### src/include/lsu_defs.svh
`ifndef LSU_DEFS_SVH
`define LSU_DEFS_SVH

// register data width
`define LSU_XLEN 32

// byte address width
`define LSU_ADDR_W 16

// one memory byte
`define LSU_BYTE_W 8

// full address space, wraps at the top
`define LSU_MEM_DEPTH (1 << `LSU_ADDR_W)

`endif

### src/lsu_pkg.sv
`include "lsu_defs.svh"

package lsu_pkg;

    // bytes per access
    typedef enum logic [1:0] {
        width_byte = 2'd0, // 1 byte
        width_half = 2'd1, // 2 bytes
        width_word = 2'd2  // 4 bytes
    } mem_width_e;

    // from execute
    typedef struct packed {
        logic [`LSU_XLEN-1:0]   wdata;       // alu value or store data
        logic [`LSU_ADDR_W-1:0] addr;
        logic [4:0]             rd;
        logic                   wreg;
        logic                   is_mem;      // load or store
        logic                   is_store;
        mem_width_e             width;
        logic                   load_signed;
    } ex_result_t;

    // to writeback
    typedef struct packed {
        logic [4:0]           rd;
        logic [`LSU_XLEN-1:0] wdata;
        logic                 wreg;
    } wb_result_t;

endpackage

### src/membus_pkg.sv
`include "lsu_defs.svh"

package membus_pkg;

    // one byte per request, read data comes back a cycle later
    typedef struct packed {
        logic                   en;
        logic                   we;    // clear for a read
        logic [`LSU_ADDR_W-1:0] addr;
        logic [`LSU_BYTE_W-1:0] wdata;
    } mem_bus_req_t;

endpackage

### src/mem_access.sv
`include "lsu_defs.svh"

module mem_access (
    input  logic                     clk,
    input  logic                     rst,
    input  logic                     in_valid_i,
    output logic                     in_ready_o,
    input  lsu_pkg::ex_result_t      in_data_i,
    output logic                     out_valid_o,
    input  logic                     out_ready_i,
    output lsu_pkg::wb_result_t      out_data_o,
    output membus_pkg::mem_bus_req_t mem_req_o,
    input  logic [`LSU_BYTE_W-1:0]   mem_rdata_i
);

    import lsu_pkg::*;

    typedef enum logic [2:0] {
        st_idle,
        st_write,
        st_read,
        st_drain, // last read byte in flight
        st_done   // result held until taken
    } state_e;

    state_e               state_q;
    logic [1:0]           idx_q;
    logic [1:0]           last_idx;
    ex_result_t           item_q;
    wb_result_t           res_q;
    logic [`LSU_XLEN-1:0] shift_q;
    logic [`LSU_XLEN-1:0] load_raw;
    logic [`LSU_XLEN-1:0] load_val;
    logic                 accept;
    logic                 take;

    assign take       = out_valid_o && out_ready_i;
    assign in_ready_o = (state_q == st_idle) || take;
    assign accept     = in_valid_i && in_ready_o;

    always_comb begin
        case (item_q.width)
            width_byte: last_idx = 2'd0;
            width_half: last_idx = 2'd1;
            default:    last_idx = 2'd3;
        endcase
    end

    // byte bus driven least significant byte first
    always_comb begin
        mem_req_o.en    = (state_q == st_write) || (state_q == st_read);
        mem_req_o.we    = (state_q == st_write);
        mem_req_o.addr  = item_q.addr + {{(`LSU_ADDR_W-2){1'b0}}, idx_q}; // wraps
        mem_req_o.wdata = item_q.wdata[{idx_q, 3'b000} +: `LSU_BYTE_W];
    end

    // returned bytes shift in at the top so the value lands in the upper bytes
    assign load_raw = {mem_rdata_i, shift_q[`LSU_XLEN-1:`LSU_BYTE_W]};

    always_comb begin
        case (item_q.width)
            width_byte: begin
                load_val = {{(`LSU_XLEN-8){item_q.load_signed & load_raw[`LSU_XLEN-1]}},
                            load_raw[`LSU_XLEN-1 -: 8]};
            end
            width_half: begin
                load_val = {{(`LSU_XLEN-16){item_q.load_signed & load_raw[`LSU_XLEN-1]}},
                            load_raw[`LSU_XLEN-1 -: 16]};
            end
            default: load_val = load_raw; // word as is
        endcase
    end

    always_ff @(posedge clk) begin
        if (rst) begin
            state_q <= st_idle;
            idx_q   <= 2'd0;
        end else begin
            case (state_q)
                st_write: begin
                    idx_q <= idx_q + 2'd1;
                    if (idx_q == last_idx) begin
                        state_q <= st_done;
                    end
                end
                st_read: begin
                    idx_q <= idx_q + 2'd1;
                    if (idx_q == last_idx) begin
                        state_q <= st_drain;
                    end
                end
                st_drain: state_q <= st_done;
                default: begin // idle or done with the result leaving
                    if (accept) begin
                        idx_q <= 2'd0;
                        if (!in_data_i.is_mem) begin
                            state_q <= st_done;
                        end else if (in_data_i.is_store) begin
                            state_q <= st_write;
                        end else begin
                            state_q <= st_read;
                        end
                    end else if (take) begin
                        state_q <= st_idle;
                    end
                end
            endcase
        end
    end

    always_ff @(posedge clk) begin
        if (accept) begin
            item_q <= in_data_i;
        end

        // idx 0 has no byte returned yet
        if (state_q == st_read && idx_q != 2'd0) begin
            shift_q <= load_raw;
        end

        if (accept && !in_data_i.is_mem) begin
            res_q.rd    <= in_data_i.rd;
            res_q.wdata <= in_data_i.wdata;
            res_q.wreg  <= in_data_i.wreg;
        end else if (state_q == st_write && idx_q == last_idx) begin
            res_q.rd    <= item_q.rd;
            res_q.wdata <= item_q.wdata;
            res_q.wreg  <= 1'b0; // stores write no register
        end else if (state_q == st_drain) begin
            res_q.rd    <= item_q.rd;
            res_q.wdata <= load_val;
            res_q.wreg  <= item_q.wreg;
        end
    end

    assign out_valid_o = (state_q == st_done);
    assign out_data_o  = res_q;

    // bus only busy for a latched load or store, in its own direction
    a_req_is_mem: assert property (@(posedge clk) disable iff (rst)
        mem_req_o.en |-> item_q.is_mem && (mem_req_o.we == item_q.is_store));

    a_width_legal: assert property (@(posedge clk) disable iff (rst)
        (state_q inside {st_write, st_read, st_drain})
        |-> (item_q.width inside {width_byte, width_half, width_word}));

    a_valid_held: assert property (@(posedge clk) disable iff (rst)
        out_valid_o && !out_ready_i |=> out_valid_o);

endmodule

### config.mk
export PLATFORM = sky130hd
export DESIGN_NAME = mem_access
export DESIGN_NICKNAME = d
export VERILOG_FILES = /design/src/lsu_pkg.sv /design/src/membus_pkg.sv /design/src/mem_access.sv
export VERILOG_INCLUDE_DIRS = /design/src /design/src/include
export SDC_FILE = /design/constraint.sdc
export NUM_CORES = 1
export LEC_CHECK = 0
export ABC_CLOCK_PERIOD_IN_PS = 4200
export BUFFER_PORTS_ARGS = -buffer_cell sky130_fd_sc_hd__clkbuf_2
export CAP_MARGIN = 30
export CORE_MARGIN = 3
export CORE_UTILIZATION = 30
export DETAILED_ROUTE_END_ITERATION = 12
export GPL_ROUTABILITY_DRIVEN = 0
export REMOVE_ABC_BUFFERS = 1
export SKIP_CTS_REPAIR_TIMING = 1
export SYNTH_ARGS = -nofsm -noshare
export SYNTH_HDL_FRONTEND = slang
export SYNTH_SLANG_ARGS = --single-unit
### constraint.sdc
create_clock -name clk -period 4.2 [get_ports clk]
set_input_delay 0 -clock clk [delete_from_list [all_inputs] [get_ports clk]]
set_output_delay 0 -clock clk [all_outputs]
set_load 0.02 [all_outputs]
# Yosys cells after proc, flatten, opt, wreduce, memory -nomap -nowiden
# Index checks and enable logic that the tools add are counted.
[totals] reg_bits=132 output_inout_bits=66
[op_classes] n_addsub=2 n_eq_ne=8 n_shift=1 muxes=14 bitwise_logic=2 n_reduce_logical=17
[op_table] operator="2-to-1 mux 38 bit" n=3
[op_table] operator="case mux 32 bit (2 select lines)" n=1
[op_table] operator="variable part select 32 x 6 -> 8 bit" n=1
[op_table] operator="adder 16 x 2 -> 16 bit" n=1
[op_table] operator="2-to-1 mux 3 bit" n=5
[op_table] operator="case mux 3 bit (3 select lines)" n=1
[op_table] operator="case mux 2 bit (2 select lines)" n=2
[op_table] operator="== test 3 x 2 -> 1 bit, second input constant" n=2
[op_table] operator="logical AND 1 bit" n=5
[op_table] operator="nonzero test 5 bit" n=1
[op_table] operator="2-to-1 mux 2 bit" n=2
[op_table] operator="nonzero test 2 bit" n=2
[op_table] operator="== test 3 x 1 -> 1 bit, second input constant" n=1
[op_table] operator="== test 3 bit, second input constant" n=1
[op_table] operator="zero test 3 bit" n=1
[op_table] operator="AND reduction 3 bit" n=1
[op_table] operator="nonzero test 3 bit" n=1
[op_table] operator="adder 2 x 1 -> 2 bit, second input constant" n=1
[op_table] operator="== test 2 x 1 -> 1 bit, second input constant" n=1
[op_table] operator="== test 2 bit" n=1
[op_table] operator="zero test 2 bit" n=1
[op_table] operator="logical OR 1 bit" n=2
[op_table] operator="inequality test 2 x 1 -> 1 bit, second input constant" n=1
[op_table] operator="inequality test 2 bit, second input constant" n=1
[op_table] operator="5 further kinds" n=5

# Longest topological paths before layout
[depth] word_depth=6 mapped_depth=7

# Worst setup path after synthesis
# Ideal clock, no wire load.
[synth_path] path_kind="register to register" startpoint="register idx_q[1]" endpoint="register shift_q[10] (enable)" t_arrival_ns=3.354 t_required_ns=3.734 path_slack_ns=0.380 stages_incl_launch_ff=5 path_buffers=1 period_less_slack_ns=3.820 cell_sequence="dfxtp_1 buf_1 inv_1 ha_1 nor4_1"
[synth_between] elab_chain_cells=2
[synth_lines] element="start, declared" line="mem_access.sv:27" text="logic [1:0] idx_q;"
[synth_lines] element="start signal, assigned" line="mem_access.sv:81" text="idx_q <= idx_q + 2'd1;"
[synth_lines] element="start signal, assigned" line="mem_access.sv:87" text="idx_q <= idx_q + 2'd1;"
[synth_lines] element="nonzero test 2 bit" line="mem_access.sv:117" text="if (state_q == st_read && idx_q != 2'd0) begin"
[synth_lines] element="logical AND 1 bit" line="mem_access.sv:117"
[synth_lines] element="end signal, assigned" line="mem_access.sv:118" text="shift_q <= load_raw;"
[synth_lines] element="end, declared" line="mem_access.sv:31" text="logic [`LSU_XLEN-1:0] shift_q;"
# No other way between the ends.
# A chain may end at the register's enable or synchronous reset.

==> metrics.cfg <==
[yosys]
async_flop_share=0
synth_ff_type=edfxtp_1
synth-seq-cells=124
synth_seq_area_share=0.667
syn_inst=407
synth_warnings=0
syn_avg_cell_area_um2=13.5
synth_cell_types=41
synth-edff-count=119
syn_area_um2=5500

[sta]
relSlewSlack=0.377
skew_ns=0.00839
period_minus_slack_ns=3.08
slew_violations=0
hold-worst-slack_ns=0.00865
rsz0062_at_grt=no
finalSetupViolations=0
hold_viol=0
max_freq_mhz=325
tightest_slew_ns=0.934
min_period_over_period=0.732
fin_tns_setup_ns=0

[die]
die_w_um=141
die_area_um2=20000
core-area_um2=17600
num_io_pins=137
initial_utilization=0.313
fp-row-count=48
die_h_um=141

[place]
place_inst=751
dp_hpwl_mm=10.5
place_area_um2=6430
portBuffers=136

[critical_path]
crit_fanout=7
reg2reg_slack_ns=1.39
start_kind=flop
cp_data_required_time_ns=4.20
max_stage_delay_ns=0.64
crit_type=flop to output pin
endpoint_kind=output pin
arrival_ns=3.08
path_cells=buf_4 -> ha_1 -> inv_1 -> fa_1 -> nand3b_1 -> nor3_1 -> nand3_1 -> xnor2_1 -> clkbuf_2
critPathSlowestCell=dfxtp_1

[finish]
design_area_um2=7690
stdcell_count=851
fill_cells=1623
antenna_cells=0
syn2layout_area_growth_pct=39.8
nets=688
drive_gt1_frac=0.308

[cts]
clk_pin_slew_ns=0.05
numCtsBuffers=17
clock-sinks=124
clk_latency_ns=0.42
h-tree-depth=4
cts_root_buf=clkbuf_16
cts_tree=yes
clk_path_buf_depth=2

[power_and_ir_drop]
power.leakage_nw=2.90
power_density_nw_per_um2=495
peakVddDrop_v=0.000341

[drt]
drtAntennaViolNets=0
drc=0
wl_per_cell_um=18.2
vias=4245
drt_wl_total_mm=15.5
first_pass_iters=5
drt_first_iter_violations=271
via_per_inst=4.99

[worst_hold_path]
hold_path.class=primary input to flop

[global_routing]
grt_pass1_wl_mm=23.2
track_usage=0.153
grt_max_degree=40
grt_pass1_vias=4151
antenna_found_initial=0
grt-ovfl-total=0

[status]
status=completed

[run]
maxCapViolations=0

flip-flops by register name, indices dropped and copies added, names as in the netlist:
name and count:
shift_q 24, state_q 3, item_q 57, out_data_o 38
idx_q 2
stage by stage:
| step | total power, mW | worst slack (ns) | utilization |
|---|---|---|---|
| 2_1_floorplan | 2.03 | 0.416 | - |
| 3_3_place_gp | 2.31 | 1.45 | 0.364 |
| 3_5_place_dp | 2.33 | 1.39 | 0.365 |
| 4_1_cts | 3.79 | 1.10 | 0.399 |
| 5_1_grt | 3.96 | 0.913 | 0.437 |
| 6_report | 3.81 | 1.12 | 0.437 |
critical path: cells and delay by family (launching register included):
family / cells / cell delay, ns
buf+inv: 3 / 0.52
simple gates: 3 / 0.75
fa+ha+maj: 2 / 0.59
xor+xnor: 1 / 0.16
flops: 1 / 0.64
area by class of cell:
class / instances / area (um^2) / share of cell area
inverters: 8 / 30.0 / 0.00390
clock buffers: 20 / 437 / 0.0567
clock inverters: 12 / 146 / 0.0190
multi-input cells: 249 / 1680 / 0.218
repair buffers: 213 / 1450 / 0.188
well taps: 225 / 282 / 0.0366
flip-flops and latches: 124 / 3670 / 0.477
power breakdown:
part	internal (mW)	switching (mW)
combinational	0.273	0.466
sequential	1.53	0.0850
clock	0.928	0.525
cell usage in the layout, fill, tap and decap left out, types with 2 or more instances in the layout:
cell           count
clkbuf_1           3
a22oi_1            7
buf_4              8
nand3b_1           5
nor3_1             7
nand2b_1           3
a211oi_1           4
dlygate4sd3_1     68
o21ai_0           22
ha_1               3
edfxtp_1         119
dfxtp_1            5
o32ai_1           20
nand2_1           53
o31a_1             2
xnor2_1           12
nand3_1            3
a21oi_1           35
clkbuf_2         136
xor2_1             4
a31oi_1            9
clkbuf_16         17
mux4_2             8
inv_1              7
clkinvlp_4         2
nor2b_1            3
bufinv_16          3
nand4_1            3
o32ai_2            2
mux2i_1            8
nor2_1            21
clkinv_2           4
cell families (layout without fill, tap and decap cells):
| group | after synthesis | in the layout | share of synthesized area |
|---|---|---|---|
| flip-flops | 124 | 124 | 0.667 |
| AO/OA/AOI/OAI | 107 | 107 | 0.128 |
| AND/OR/NAND/NOR | 106 | 106 | 0.0907 |
| buffers and inverters | 34 | 253 | 0.0302 |
| XOR/XNOR | 16 | 16 | 0.0255 |
| multiplexers | 16 | 16 | 0.0473 |
| adder cells (fa/ha/maj) | 4 | 4 | 0.0105 |
synthesized netlist by cell type, drive strengths merged, types with 2 or more instances:
cell / instances / share of area
a21oi: 35 / 0.032
nor2: 21 / 0.014
a22oi: 7 / 0.0095
nand2b: 3 / 0.0034
xor2: 4 / 0.0064
nor2b: 4 / 0.0059
buf: 13 / 0.016
nand3b: 5 / 0.0068
dfxtp: 5 / 0.018
nor3: 7 / 0.0064
a211oi: 5 / 0.0068
nor4: 2 / 0.0050
nand2: 54 / 0.037
inv: 8 / 0.0055
o32ai: 22 / 0.038
nand4: 3 / 0.0034
xnor2: 12 / 0.019
ha: 3 / 0.0068
edfxtp: 119 / 0.65
o31a: 2 / 0.0032
mux4: 8 / 0.033
nand3: 3 / 0.0027
a31oi: 9 / 0.010
o21ai: 22 / 0.020
clkbuf: 13 / 0.0089
mux2i: 8 / 0.015
path summary, 6_finish.rpt:
check / start / to / cells past startpoint
max: idx_q[0] / mem_req_o[20] / 9
min: in_data_i[4] / state_q[1] / 5
max reg2reg: item_q[1] / out_data_o[25] / 4
min reg2reg: shift_q[20] / shift_q[12] / 0
metal layers:
layer,vias to the layer above,part of all wire,GRT usage
met2,164,0.51,0.260
met3,17,0.064,0.0310
met1,2079,0.41,0.189
li1,1985,-,-
met4,0,0.013,0.0662
met5,-,0,0
No activity file was read; power rests on OpenSTA's default activity.
